$ cat src/include/rv5_cfg.svh
`ifndef RV5_CFG_SVH
`define RV5_CFG_SVH

// datapath width in bits
`define RV5_XLEN 32

// architectural register count
`define RV5_NREGS 32

`define RV5_RESET_PC 32'h0000_0000

// addi x0, x0, 0
`define RV5_NOP 32'h0000_0013

`endif

$ cat src/hw/rv5_pkg.sv
`include "rv5_cfg.svh"

package rv5_pkg;

    typedef logic [`RV5_XLEN-1:0] word_t;
    typedef logic [$clog2(`RV5_NREGS)-1:0] regAddr_t;

    // alu function codes
    typedef logic [2:0] aluOp_t;
    localparam aluOp_t ALU_ADD   = 3'd0;
    localparam aluOp_t ALU_SUB   = 3'd1;
    localparam aluOp_t ALU_AND   = 3'd2;
    localparam aluOp_t ALU_OR    = 3'd3;
    localparam aluOp_t ALU_XOR   = 3'd4;
    localparam aluOp_t ALU_SLT   = 3'd5;
    localparam aluOp_t ALU_PASS2 = 3'd6;

    // next pc source
    typedef logic [1:0] pcSel_t;
    localparam pcSel_t PC_SEQ    = 2'd0;
    localparam pcSel_t PC_BR_JAL = 2'd1;
    localparam pcSel_t PC_JALR   = 2'd2;

    // first alu operand
    typedef logic op1Sel_t;
    localparam op1Sel_t OP1_RS1 = 1'b0;
    localparam op1Sel_t OP1_PC  = 1'b1;

    // writeback source picked in the memory stage
    typedef logic memWbSel_t;
    localparam memWbSel_t WB_EXE = 1'b0;
    localparam memWbSel_t WB_MEM = 1'b1;

    // control fields carried down the pipe, all zero is a bubble
    typedef struct packed {
        pcSel_t     pcSel;
        logic       isBeq;
        logic       isBne;
        aluOp_t     aluOp;
        logic       exeLink;
        memWbSel_t  memWbSel;
        logic       regWrite;
        logic       memRead;
        logic       memWrite;
        regAddr_t   rd;
    } ctrlBundle_t;

endpackage

$ cat src/hw/instrDecoder.sv
module instrDecoder (
    input  rv5_pkg::word_t      instruction,
    output rv5_pkg::ctrlBundle_t ctrl,
    output rv5_pkg::op1Sel_t    op1Sel,
    output logic                useImm,
    output rv5_pkg::word_t      imm
);
    import rv5_pkg::*;

    localparam logic [6:0] OPC_OP_IMM = 7'b0010011;
    localparam logic [6:0] OPC_OP     = 7'b0110011;
    localparam logic [6:0] OPC_LUI    = 7'b0110111;
    localparam logic [6:0] OPC_AUIPC  = 7'b0010111;
    localparam logic [6:0] OPC_LOAD   = 7'b0000011;
    localparam logic [6:0] OPC_STORE  = 7'b0100011;
    localparam logic [6:0] OPC_BRANCH = 7'b1100011;
    localparam logic [6:0] OPC_JAL    = 7'b1101111;
    localparam logic [6:0] OPC_JALR   = 7'b1100111;

    logic [6:0] opcode;
    logic [2:0] funct3;
    logic [6:0] funct7;
    regAddr_t   rdField;
    logic       writesRd;
    word_t      iImm;
    word_t      sImm;
    word_t      bImm;
    word_t      uImm;
    word_t      jImm;

    assign opcode  = instruction[6:0];
    assign funct3  = instruction[14:12];
    assign funct7  = instruction[31:25];
    assign rdField = instruction[11:7];

    // sign-extended immediates for each format
    assign iImm = {{20{instruction[31]}}, instruction[31:20]};
    assign sImm = {{20{instruction[31]}}, instruction[31:25], instruction[11:7]};
    assign bImm = {{19{instruction[31]}}, instruction[31], instruction[7],
                   instruction[30:25], instruction[11:8], 1'b0};
    assign uImm = {instruction[31:12], 12'b0};
    assign jImm = {{11{instruction[31]}}, instruction[31], instruction[19:12],
                   instruction[20], instruction[30:21], 1'b0};

    always_comb begin
        ctrl = '0;
        ctrl.pcSel = PC_SEQ;
        ctrl.aluOp = ALU_ADD;
        ctrl.memWbSel = WB_EXE;
        op1Sel = OP1_RS1;
        useImm = 1'b0;
        imm = iImm;
        writesRd = 1'b0;
        case (opcode)
            OPC_OP_IMM: begin
                useImm = 1'b1;
                writesRd = 1'b1;
                case (funct3)
                    3'b000: ctrl.aluOp = ALU_ADD;
                    3'b010: ctrl.aluOp = ALU_SLT;
                    3'b100: ctrl.aluOp = ALU_XOR;
                    3'b110: ctrl.aluOp = ALU_OR;
                    3'b111: ctrl.aluOp = ALU_AND;
                    // shifts are not supported
                    default: writesRd = 1'b0;
                endcase
            end
            OPC_OP: begin
                writesRd = 1'b1;
                case ({funct7, funct3})
                    {7'b0000000, 3'b000}: ctrl.aluOp = ALU_ADD;
                    {7'b0100000, 3'b000}: ctrl.aluOp = ALU_SUB;
                    {7'b0000000, 3'b010}: ctrl.aluOp = ALU_SLT;
                    {7'b0000000, 3'b100}: ctrl.aluOp = ALU_XOR;
                    {7'b0000000, 3'b110}: ctrl.aluOp = ALU_OR;
                    {7'b0000000, 3'b111}: ctrl.aluOp = ALU_AND;
                    default: writesRd = 1'b0;
                endcase
            end
            OPC_LUI: begin
                useImm = 1'b1;
                imm = uImm;
                ctrl.aluOp = ALU_PASS2;
                writesRd = 1'b1;
            end
            OPC_AUIPC: begin
                op1Sel = OP1_PC;
                useImm = 1'b1;
                imm = uImm;
                writesRd = 1'b1;
            end
            OPC_LOAD: begin
                // word access only
                if (funct3 == 3'b010) begin
                    useImm = 1'b1;
                    ctrl.memRead = 1'b1;
                    ctrl.memWbSel = WB_MEM;
                    writesRd = 1'b1;
                end
            end
            OPC_STORE: begin
                if (funct3 == 3'b010) begin
                    useImm = 1'b1;
                    imm = sImm;
                    ctrl.memWrite = 1'b1;
                end
            end
            OPC_BRANCH: begin
                // op2 carries the offset, rs2 travels separately for the compare
                useImm = 1'b1;
                imm = bImm;
                case (funct3)
                    3'b000: begin
                        ctrl.pcSel = PC_BR_JAL;
                        ctrl.isBeq = 1'b1;
                    end
                    3'b001: begin
                        ctrl.pcSel = PC_BR_JAL;
                        ctrl.isBne = 1'b1;
                    end
                    default: ctrl.pcSel = PC_SEQ;
                endcase
            end
            OPC_JAL: begin
                useImm = 1'b1;
                imm = jImm;
                ctrl.pcSel = PC_BR_JAL;
                ctrl.exeLink = 1'b1;
                writesRd = 1'b1;
            end
            OPC_JALR: begin
                if (funct3 == 3'b000) begin
                    useImm = 1'b1;
                    ctrl.pcSel = PC_JALR;
                    ctrl.exeLink = 1'b1;
                    writesRd = 1'b1;
                end
            end
            default: writesRd = 1'b0;
        endcase
        // x0 destinations never write, so a nop decodes to a bubble
        ctrl.regWrite = writesRd && (rdField != '0);
        ctrl.rd = ctrl.regWrite ? rdField : '0;
    end

endmodule

$ cat src/hw/regFile.sv
`include "rv5_cfg.svh"

module regFile (
    input  logic              clk,
    input  logic              rst,
    input  rv5_pkg::regAddr_t rs1Addr,
    input  rv5_pkg::regAddr_t rs2Addr,
    input  rv5_pkg::regAddr_t wrAddr,
    input  rv5_pkg::regAddr_t debugAddr,
    input  rv5_pkg::word_t    wrData,
    input  logic              wrEnable,
    output rv5_pkg::word_t    rs1Data,
    output rv5_pkg::word_t    rs2Data,
    output rv5_pkg::word_t    debugData
);
    import rv5_pkg::*;

    word_t regs [`RV5_NREGS];

    // x0 is cleared here and never written afterwards
    always_ff @(posedge clk) begin
        if (rst) begin
            for (int i = 0; i < `RV5_NREGS; i++) begin
                regs[i] <= '0;
            end
        end else if (wrEnable && (wrAddr != '0)) begin
            regs[wrAddr] <= wrData;
        end
    end

    // no write-through, decode reads the old value on a same-cycle write
    assign rs1Data   = regs[rs1Addr];
    assign rs2Data   = regs[rs2Addr];
    assign debugData = regs[debugAddr];

endmodule

$ cat src/hw/hazardUnit.sv
module hazardUnit (
    input  rv5_pkg::regAddr_t ifRs1,
    input  rv5_pkg::regAddr_t ifRs2,
    input  rv5_pkg::regAddr_t decRd,
    input  rv5_pkg::regAddr_t exeRd,
    input  rv5_pkg::regAddr_t memRd,
    input  rv5_pkg::regAddr_t wbRd,
    input  logic              decRegWrite,
    input  logic              exeRegWrite,
    input  logic              memRegWrite,
    input  logic              wbRegWrite,
    input  logic              redirect,
    output logic              pcWriteEnable,
    output logic              ifKill,
    output logic              decKill
);
    import rv5_pkg::*;

    logic decHit;
    logic exeHit;
    logic memHit;
    logic wbHit;
    logic stall;

    // one in-flight writer against both fetch sources
    function automatic logic readsDest(regAddr_t rs1, regAddr_t rs2, regAddr_t rd, logic we);
        logic live;
        live = we && (rd != '0);
        return live && ((rs1 == rd) || (rs2 == rd));
    endfunction

    assign decHit = readsDest(ifRs1, ifRs2, decRd, decRegWrite);
    assign exeHit = readsDest(ifRs1, ifRs2, exeRd, exeRegWrite);
    assign memHit = readsDest(ifRs1, ifRs2, memRd, memRegWrite);
    assign wbHit  = readsDest(ifRs1, ifRs2, wbRd, wbRegWrite);

    // no forwarding, so wait until the writer has left writeback
    assign stall = decHit || exeHit || memHit || wbHit;

    // a taken redirect wins over a stall and flushes both younger slots
    assign pcWriteEnable = !stall || redirect;
    assign ifKill        = stall || redirect;
    assign decKill       = redirect;

endmodule

$ cat src/hw/executeUnit.sv
module executeUnit (
    input  rv5_pkg::ctrlBundle_t ctrl,
    input  rv5_pkg::word_t       pc,
    input  rv5_pkg::word_t       op1,
    input  rv5_pkg::word_t       op2,
    input  rv5_pkg::word_t       rs2,
    output rv5_pkg::word_t       result,
    output logic                 redirect,
    output rv5_pkg::word_t       redirectTarget
);
    import rv5_pkg::*;

    word_t aluOut;
    word_t linkAddr;
    word_t branchTarget;
    word_t jalrSum;
    word_t jalrTarget;
    logic  isEqual;

    always_comb begin
        case (ctrl.aluOp)
            ALU_ADD:   aluOut = op1 + op2;
            ALU_SUB:   aluOut = op1 - op2;
            ALU_AND:   aluOut = op1 & op2;
            ALU_OR:    aluOut = op1 | op2;
            ALU_XOR:   aluOut = op1 ^ op2;
            ALU_SLT:   aluOut = word_t'($signed(op1) < $signed(op2));
            // lui
            ALU_PASS2: aluOut = op2;
            default:   aluOut = '0;
        endcase
    end

    assign linkAddr = pc + word_t'(4);
    assign result   = ctrl.exeLink ? linkAddr : aluOut;

    // op1 holds rs1 for branches
    assign isEqual = (op1 == rs2);

    assign branchTarget = pc + op2;
    assign jalrSum      = op1 + op2;
    assign jalrTarget   = jalrSum & ~word_t'(1);

    always_comb begin
        case (ctrl.pcSel)
            PC_BR_JAL: begin
                if (ctrl.isBeq) begin
                    redirect = isEqual;
                end else if (ctrl.isBne) begin
                    redirect = !isEqual;
                end else begin
                    // jal
                    redirect = 1'b1;
                end
            end
            PC_JALR: redirect = 1'b1;
            PC_SEQ:  redirect = 1'b0;
            default: redirect = 1'b0;
        endcase
    end

    assign redirectTarget = (ctrl.pcSel == PC_JALR) ? jalrTarget : branchTarget;

endmodule

$ cat src/hw/rv5Pipeline.sv
`include "rv5_cfg.svh"

module rv5Pipeline (
    input  logic              clk,
    input  logic              rst,
    // instruction rom
    output rv5_pkg::word_t    pc,
    input  rv5_pkg::word_t    instruction,
    // data ram
    output rv5_pkg::word_t    memoryAddress,
    output rv5_pkg::word_t    memoryWriteData,
    output logic              memoryReadEnable,
    output logic              memoryWriteEnable,
    input  rv5_pkg::word_t    memoryReadData,
    // register observation
    input  rv5_pkg::regAddr_t regDebugAddr,
    output rv5_pkg::word_t    regDebugData
);
    import rv5_pkg::*;

    // hazard and redirect
    logic        pcWriteEnable;
    logic        ifKill;
    logic        decKill;
    logic        redirect;
    word_t       redirectTarget;
    word_t       pcPlus4;
    word_t       nextPc;

    // decode stage
    word_t       decPc;
    word_t       decInstr;
    ctrlBundle_t decCtrl;
    op1Sel_t     decOp1Sel;
    logic        decUseImm;
    word_t       decImm;
    word_t       rs1Data;
    word_t       rs2Data;
    word_t       decOp1;
    word_t       decOp2;

    // execute stage
    word_t       exePc;
    word_t       exeOp1;
    word_t       exeOp2;
    word_t       exeRs2;
    ctrlBundle_t exeCtrl;
    word_t       exeResult;

    // memory stage
    word_t       memResult;
    word_t       memRs2;
    ctrlBundle_t memCtrl;
    word_t       memWbData;

    // writeback stage
    word_t       wbData;
    ctrlBundle_t wbCtrl;

    hazardUnit u_hazardUnit (
        .ifRs1(instruction[19:15]),
        .ifRs2(instruction[24:20]),
        .decRd(decCtrl.rd),
        .exeRd(exeCtrl.rd),
        .memRd(memCtrl.rd),
        .wbRd(wbCtrl.rd),
        .decRegWrite(decCtrl.regWrite),
        .exeRegWrite(exeCtrl.regWrite),
        .memRegWrite(memCtrl.regWrite),
        .wbRegWrite(wbCtrl.regWrite),
        .redirect(redirect),
        .pcWriteEnable(pcWriteEnable),
        .ifKill(ifKill),
        .decKill(decKill)
    );

    regFile u_regFile (
        .clk(clk),
        .rst(rst),
        .rs1Addr(decInstr[19:15]),
        .rs2Addr(decInstr[24:20]),
        .wrAddr(wbCtrl.rd),
        .debugAddr(regDebugAddr),
        .wrData(wbData),
        .wrEnable(wbCtrl.regWrite),
        .rs1Data(rs1Data),
        .rs2Data(rs2Data),
        .debugData(regDebugData)
    );

    // fetch
    assign pcPlus4 = pc + word_t'(4);
    assign nextPc  = redirect ? redirectTarget : pcPlus4;

    always_ff @(posedge clk) begin
        if (rst) begin
            pc <= `RV5_RESET_PC;
        end else if (pcWriteEnable) begin
            pc <= nextPc;
        end
    end

    // decode
    instrDecoder u_instrDecoder (
        .instruction(decInstr),
        .ctrl(decCtrl),
        .op1Sel(decOp1Sel),
        .useImm(decUseImm),
        .imm(decImm)
    );

    assign decOp1 = (decOp1Sel == OP1_PC) ? decPc : rs1Data;
    assign decOp2 = decUseImm ? decImm : rs2Data;

    // execute
    executeUnit u_executeUnit (
        .ctrl(exeCtrl),
        .pc(exePc),
        .op1(exeOp1),
        .op2(exeOp2),
        .rs2(exeRs2),
        .result(exeResult),
        .redirect(redirect),
        .redirectTarget(redirectTarget)
    );

    // memory, ram answers in the same cycle
    assign memoryAddress     = memResult;
    assign memoryWriteData   = memRs2;
    assign memoryReadEnable  = memCtrl.memRead;
    assign memoryWriteEnable = memCtrl.memWrite;
    assign memWbData = (memCtrl.memWbSel == WB_MEM) ? memoryReadData : memResult;

    // stage control, killed slots become a nop or a zero bundle
    always_ff @(posedge clk) begin
        if (rst) begin
            decInstr <= `RV5_NOP;
            exeCtrl  <= '0;
            memCtrl  <= '0;
            wbCtrl   <= '0;
        end else begin
            decInstr <= ifKill ? word_t'(`RV5_NOP) : instruction;
            exeCtrl  <= decKill ? ctrlBundle_t'('0) : decCtrl;
            memCtrl  <= exeCtrl;
            wbCtrl   <= memCtrl;
        end
    end

    // stage payload
    always_ff @(posedge clk) begin
        decPc     <= pc;
        exePc     <= decPc;
        exeOp1    <= decOp1;
        exeOp2    <= decOp2;
        exeRs2    <= rs2Data;
        memResult <= exeResult;
        memRs2    <= exeRs2;
        wbData    <= memWbData;
    end

endmodule

$ cat config.mk
export PLATFORM = sky130hd
export DESIGN_NAME = rv5Pipeline
export DESIGN_NICKNAME = d
export VERILOG_FILES = /design/src/hw/rv5_pkg.sv /design/src/hw/instrDecoder.sv /design/src/hw/regFile.sv /design/src/hw/hazardUnit.sv /design/src/hw/executeUnit.sv /design/src/hw/rv5Pipeline.sv
export VERILOG_INCLUDE_DIRS = /design/src /design/src/include
export SDC_FILE = /design/constraint.sdc
export NUM_CORES = 2
export LEC_CHECK = 0
export BUFFER_PORTS_ARGS = -buffer_cell sky130_fd_sc_hd__buf_2
export CAP_MARGIN = 20
export CORE_UTILIZATION = 60
export CTS_CLUSTER_DIAMETER = 150
export DETAILED_ROUTE_END_ITERATION = 7
export GPL_ROUTABILITY_DRIVEN = 1
export HOLD_SLACK_MARGIN = 0.08
export PLACE_DENSITY = 0.77
export SYNTH_ARGS = -nofsm -noshare
export SYNTH_HDL_FRONTEND = slang
export SYNTH_SLANG_ARGS = --single-unit
$ cat constraint.sdc
create_clock -name clk -period 5.1 [get_ports clk]
set_input_delay 0.51 -clock clk [delete_from_list [all_inputs] [get_ports clk]]
set_output_delay 0.51 -clock clk [all_outputs]
set_load 0.005 [all_outputs]
Word level (Yosys, flattened, before mapping)
Memories as Yosys holds them, arrays and structs flattened. A register that Yosys moved wholly into a read port is not among the register bits.
Cells that the tools add are included.
{"block": "word_totals", "mem_bits_ro": 0, "input_bits": 71, "wordCells": 153, "latch_bits": 0, "n_memories": 1, "register_bits": 350, "ramBits": 1024}
{"block": "op_classes", "reduce_logical": 41, "n_bitwise": 6, "n_div": 0, "order_cmp": 1, "mux": 38, "eq_ne": 36, "mul": 0, "n_addsub": 5, "n_shift": 0}
{"memory": "u_regFile.regs", "depth": 32, "word_bits": 32, "rd": 3, "rd_clocked_by_memory_dff": 2, "write_ports": 32, "line_no": "regFile.sv:18", "rtl": "word_t regs [`RV5_NREGS];"}
{"op": "$mux 32", "count": 7}
{"op": "$pmux 32 s7", "count": 1}
{"op": "$pmux 31 s4", "count": 1}
{"op": "$add 32x3->32 const B", "count": 2}
{"op": "$add 32x32->32", "count": 2}
{"op": "$eq 5x5->1", "count": 8}
{"op": "$and 32x32->32", "count": 1}
{"op": "$eq 32x32->1", "count": 1}
{"op": "$lt 32x32->1", "count": 1}
{"op": "$or 32x32->32", "count": 1}
{"op": "$reduce_or 32->1", "count": 1}
{"op": "$sub 32x32->32", "count": 1}
{"op": "$xor 32x32->32", "count": 1}
{"op": "$eq 10x3->1 const B", "count": 3}
{"op": "$mux 5", "count": 5}
{"op": "$reduce_bool 5->1", "count": 5}
{"op": "$eq 7x6->1 const B", "count": 3}
{"op": "$eq 7x7->1 const B", "count": 3}
{"op": "$eq 3x3->1 const B", "count": 6}
{"op": "$mux 1", "count": 15}
{"op": "$pmux 3 s5", "count": 1}
{"op": "$eq 7x5->1 const B", "count": 2}
{"op": "$pmux 3 s4", "count": 1}
{"op": "$reduce_or 3->1", "count": 4}
{"op": "22 further kinds", "count": 51}

Logic depth before layout (Yosys ltp)
{"block": "logic_depth", "word_depth": 15, "ltp_mapped": 13, "ltp_nobuf": 13}

Modules after synthesis
From an unflattened synthesis, not the netlist that was laid out.
{"block": "hier_totals", "cells_unflattened": 7987, "hier_area_um2": 84441.0}
{"module": "regFile", "cells_each": 5763, "n_inst": 1, "seq_area_each_um2": 30749.5, "area_per_inst_um2": 64687.0}
{"module": "rv5Pipeline", "cells_each": 758, "n_inst": 1, "seq_area_each_um2": 7046.8, "area_per_inst_um2": 9909.5}
{"module": "executeUnit", "cells_each": 1280, "n_inst": 1, "seq_area_each_um2": 0.0, "area_per_inst_um2": 8529.4}
{"module": "instrDecoder", "cells_each": 116, "n_inst": 1, "seq_area_each_um2": 0.0, "area_per_inst_um2": 777.0}
{"module": "hazardUnit", "cells_each": 70, "n_inst": 1, "seq_area_each_um2": 0.0, "area_per_inst_um2": 538.0}

Worst setup path after synthesis
OpenSTA, ideal clock, no wires.
{"block": "synth_timing", "path_type": "register to register", "from": "register wbCtrl[2] (netlist bit)", "to": "memory u_regFile.regs[28][0] (netlist bit) (enable)", "arrival_ps": 3604, "path_slack_ps": 1030, "path_buffers": 3, "path_stages_with_launch": 7, "cell_sequence": "dfxtp_1 -> clkbuf_1 -> or3_1 -> clkbuf_1 -> nand3b_1 -> clkbuf_1 -> o21ai_0"}
{"element": "from (decl)", "line_no": "rv5Pipeline.sv:58", "rtl": "ctrlBundle_t wbCtrl;"}
{"element": "from (signal assigned)", "line_no": "rv5Pipeline.sv:145", "rtl": "wbCtrl <= memCtrl;"}
{"element": "to (decl)", "line_no": "regFile.sv:18"}

Final worst setup path
{"block": "layout_timing", "from": "register exeOp2[8]", "to": "register memResult[0], in the netlist memoryAddress[0]"}
{"block": "layout_between", "elab_chain_cells": 3}
{"element": "from (decl)", "line_no": "rv5Pipeline.sv:45", "rtl": "word_t exeOp2;"}
{"element": "from (signal assigned)", "line_no": "rv5Pipeline.sv:154", "rtl": "exeOp2 <= decOp2;"}
{"element": "$lt 32x32->1", "line_no": "executeUnit.sv:27", "rtl": "ALU_SLT: aluOut = word_t'($signed(op1) < $signed(op2));"}
{"element": "$pmux 32 s7", "line_no": "executeUnit.sv:21", "rtl": "case (ctrl.aluOp)"}
{"element": "$mux 32", "line_no": "executeUnit.sv:35", "rtl": "assign result = ctrl.exeLink ? linkAddr : aluOut;"}
{"element": "net exeResult[0]", "line_no": "rv5Pipeline.sv:48", "rtl": "word_t exeResult;"}
{"element": "to (signal assigned)", "line_no": "rv5Pipeline.sv:156", "rtl": "memResult <= exeResult;"}
{"element": "to (decl)", "line_no": "rv5Pipeline.sv:51", "rtl": "word_t memResult;"}
The timed path passes the listed nets, and every way through them passes these cells.
A chain may end at the register's enable or synchronous reset.

==> impl_metrics.csv <==
group,metric,value,unit
cts,postCtsSetupBuffers,0,
pwr,powerDensity,356.1,nW/µm²
sta,min_period,4.105,ns
routing,dr_wl_met2,130600,µm
placed_design,placed_cell_area,84400,µm²
floorplanning,row_count,134,
synthesis,ys_warn_count,0,
outcome,status,"complete, no violations",
routing,dr_wl_met3,46210,µm
cts,clk-insertion-delay-late,0.83,ns
synthesis,synth_edf_count,1024,
setup_path,cp_cell_sequence,"inv_1, ha_1, or3_1, or3_1, o221a_1, a221oi_2, nor2_1, o21bai_1, a211o_1, a22oi_1, nor4_1, o31a_1",
routing,viasPerCell,7.443,
routing,routed.top_layer,"met5",
cts,clockBufferDepth,3,
sta,fin_worst_skew,0.03488,ns
sta,fin_crit_sh,80.50,%
cts,cts-root-buf,"clkbuf_16",
sta,drv_slew,0,
synthesis,synthTopCellsByArea,"edfxtp_1 38%, mux4_2 27%, dfxtp_1 8.7%",
sta,rsz0062_at_grt,"no",
cts,cts_resized,0,
routing,wirelength,287000,µm
global_routing,antenna_found_initial,31,
finish,drive_gt1_share,30.03,%
sta,relSlewSlack,15.16,%
cts,hold_buffers,56,
global_routing,grt_pass1_vias,56360,
placed_design,gp_congestion,0.9871,
setup_path,cpPeakStageDelay,0.91,ns
synthesis,synthArstFlopShare,0,%
setup_path,end_kind,"flop",
synthesis,synth_most_common_cell,"edfxtp_1",
run,cap_viol_max_count,0,
global_routing,overflow,0,
floorplanning,initial_core_util,60.43,%
cts,cts.clk_slew.worst_paths,0.07,ns
placed_design,hpwl,181800,µm
synthesis,yosysUniqueCellTypes,90,
sta,worst_pin_slew,1.273,ns
global_routing,track_usage,42.32,%
routing,first_iter_violations,10280,
floorplanning,die-height,368.6,µm
routing,vias,57550,
floorplanning,num_io_pins,201,
cts,tritoncts,"built",
cts,cts_buffers,147,
cts,cts.sinks,1374,
synthesis,synthTopCellsByCount,"1024 x edfxtp_1, 1014 x and2_1, 960 x mux4_2, 439 x clkbuf_1, 350 x dfxtp_1",
setup_path,crit_required,5.85,ns
finish,fillers,8911,
setup_path,arrival,4.85,ns
synthesis,yosysTopAreaCellShare,38.13,%
routing,remaining_drc_errors,0,
setup_path,critPathMaxFanout,4,
setup_path,cp.buffers_inverters,1,
synthesis,synth_area_leader_cell,"edfxtp_1",
synthesis,syn_inst,5770,
floorplanning,core-area,133500,µm²
worst_hold_path,hold_path.class,"input pin to flop",
routing,ant_nets,0,
global_routing,grt_first_pass_wirelength,403200,µm
floorplanning,dieArea,135900,µm²
finish,fin_area,89900,µm²
sta,finalSetupViolCount,0,
global_routing,grt_max_degree,66,
placed_design,port-buffer-count,200,
setup_path,cp-start-kind,"flop",
setup_path,crit_slowest_cell,"nor4_1",
routing,wl_per_cell,37.11,µm
floorplanning,die_w,368.6,µm
sta,finalHoldViolCount,0,
finish,areaGrowthSynthToFinish,11.47,%
setup_path,critPathMostFrequentCell,"or3_1",
synthesis,ys.flop_type,"edfxtp_1",
setup_path,path_class,"flop to flop",
synthesis,synth_area,80650,µm²
finish,final_nets,6039,
routing,drt-met1-wl,89100,µm
routing,dr.pass1.iters,8,
pwr,leakage,32.16,nW
synthesis,synth.avg_cell_area,13.98,µm²
synthesis,ys_ff_latch,1374,
sta,max_freq,243.6,MHz
synthesis,seq_area_frac_synth,46.82,%
cts,cts-htree-levels,4,
sta,setup_tns,0,ns
pwr,ir_drop,0.0002352,V
setup_path,critPathTopFamily,"simple AND/OR/NAND/NOR gates",
==> routing by layer <==
layer	global-route usage (%)	vias to the layer above
li1	-	22410
met3	16.33	1241
met1	50.77	28500
met4	26.61	22
met5	0	-
met2	64.37	5387
==> metrics by stage <==
stage,util [%],total power [mW],std cells,hold slack (ns),setup WS (ns)
2_1_floorplan,-,18.13,5801,0.3306,1.030
3_3_place_gp,63.20,20.78,7389,0.3377,1.226
3_5_place_dp,63.24,20.88,7391,0.3345,1.140
4_1_cts,67.25,31.56,7716,0.08921,1.106
5_1_grt,67.34,32.72,7722,0.1205,0.9420
6_report,67.36,32.02,7732,0.1309,0.9946
==> sequential cells by signal (all words and copies together) (netlist names), 16 cells and up <==
| register | count |
|---|---|
| decPc | 32 |
| decInstr | 32 |
| u_regFile.regs | 1024 |
| exeOp1 | 32 |
| memoryWriteData | 32 |
| exeOp2 | 32 |
| pc | 32 |
| exeCtrl | 16 |
| exePc | 32 |
| memoryAddress | 32 |
| wbData | 32 |
| exeRs2 | 32 |
==> layout by cell type (no fill, tap or decap), types with 29 or more instances in the layout <==
master and n:
dlygate4sd3_1 56, o21ai_4 31, nand2_1 155, nand4_1 29, nor2_4 32, edfxtp_1 1024
buf_12 40, conb_1 32, mux2_2 108, nor2_1 164, ha_1 130, nor3_1 44
a21oi_1 167, o21ai_0 114, xor2_1 66, a211oi_1 38, buf_2 195, buf_4 140
clkbuf_16 151, nand3_1 52, clkinv_2 29, mux4_2 960, dfxtp_1 336, mux2i_1 73
xnor2_1 129, and3_1 61, inv_1 105, and2_1 1014
==> final timing paths <==
check,end,slack [ns],from,cells past startpoint
max,memoryAddress[0],0.99,exeOp2[8],12
min,decInstr[15],0.13,instruction[15],2
max reg2reg,memoryAddress[0],0.99,exeOp2[8],12
min reg2reg,exePc[23],0.33,decPc[23],0
==> kinds of logic after synthesis <==
| family | count (synthesis) | synth area share (%) |
|---|---|---|
| muxes | 1141 | 29.22 |
| AOI/OAI and AO/OA | 599 | 4.865 |
| xor gates and xnor gates | 195 | 2.118 |
| other | 1 | 0.004650 |
| buffers and inverters | 665 | 3.131 |
| DFF | 1374 | 46.82 |
| adders and majority gates | 135 | 2.119 |
| and+or+nand+nor | 1660 | 11.72 |
==> area by class of cell <==
type	count	area, µm²	share of cell area [%]
flip-flops and latches	1374	37790	42.04
inverters	111	417.9	0.4649
diodes	10	25.02	0.02784
clock buffers	185	3986	4.434
repair buffers	438	3540	3.937
multi-input cells	3762	41120	45.74
clock inverters	84	802.0	0.8921
well taps	1768	2212	2.461
==> power by group <==
| group | leakage (nW) | total (mW) | internal [mW] | switching [mW] |
|---|---|---|---|---|
| Clock | 2.34 | 10.8 | 6.13 | 4.72 |
| Combinational | 16.4 | 6.68 | 2.83 | 3.85 |
| Sequential | 13.5 | 14.5 | 12.8 | 1.71 |
| Total | 32.2 | 32.0 | 21.7 | 10.3 |
No activity file was read; power rests on OpenSTA's default activity.
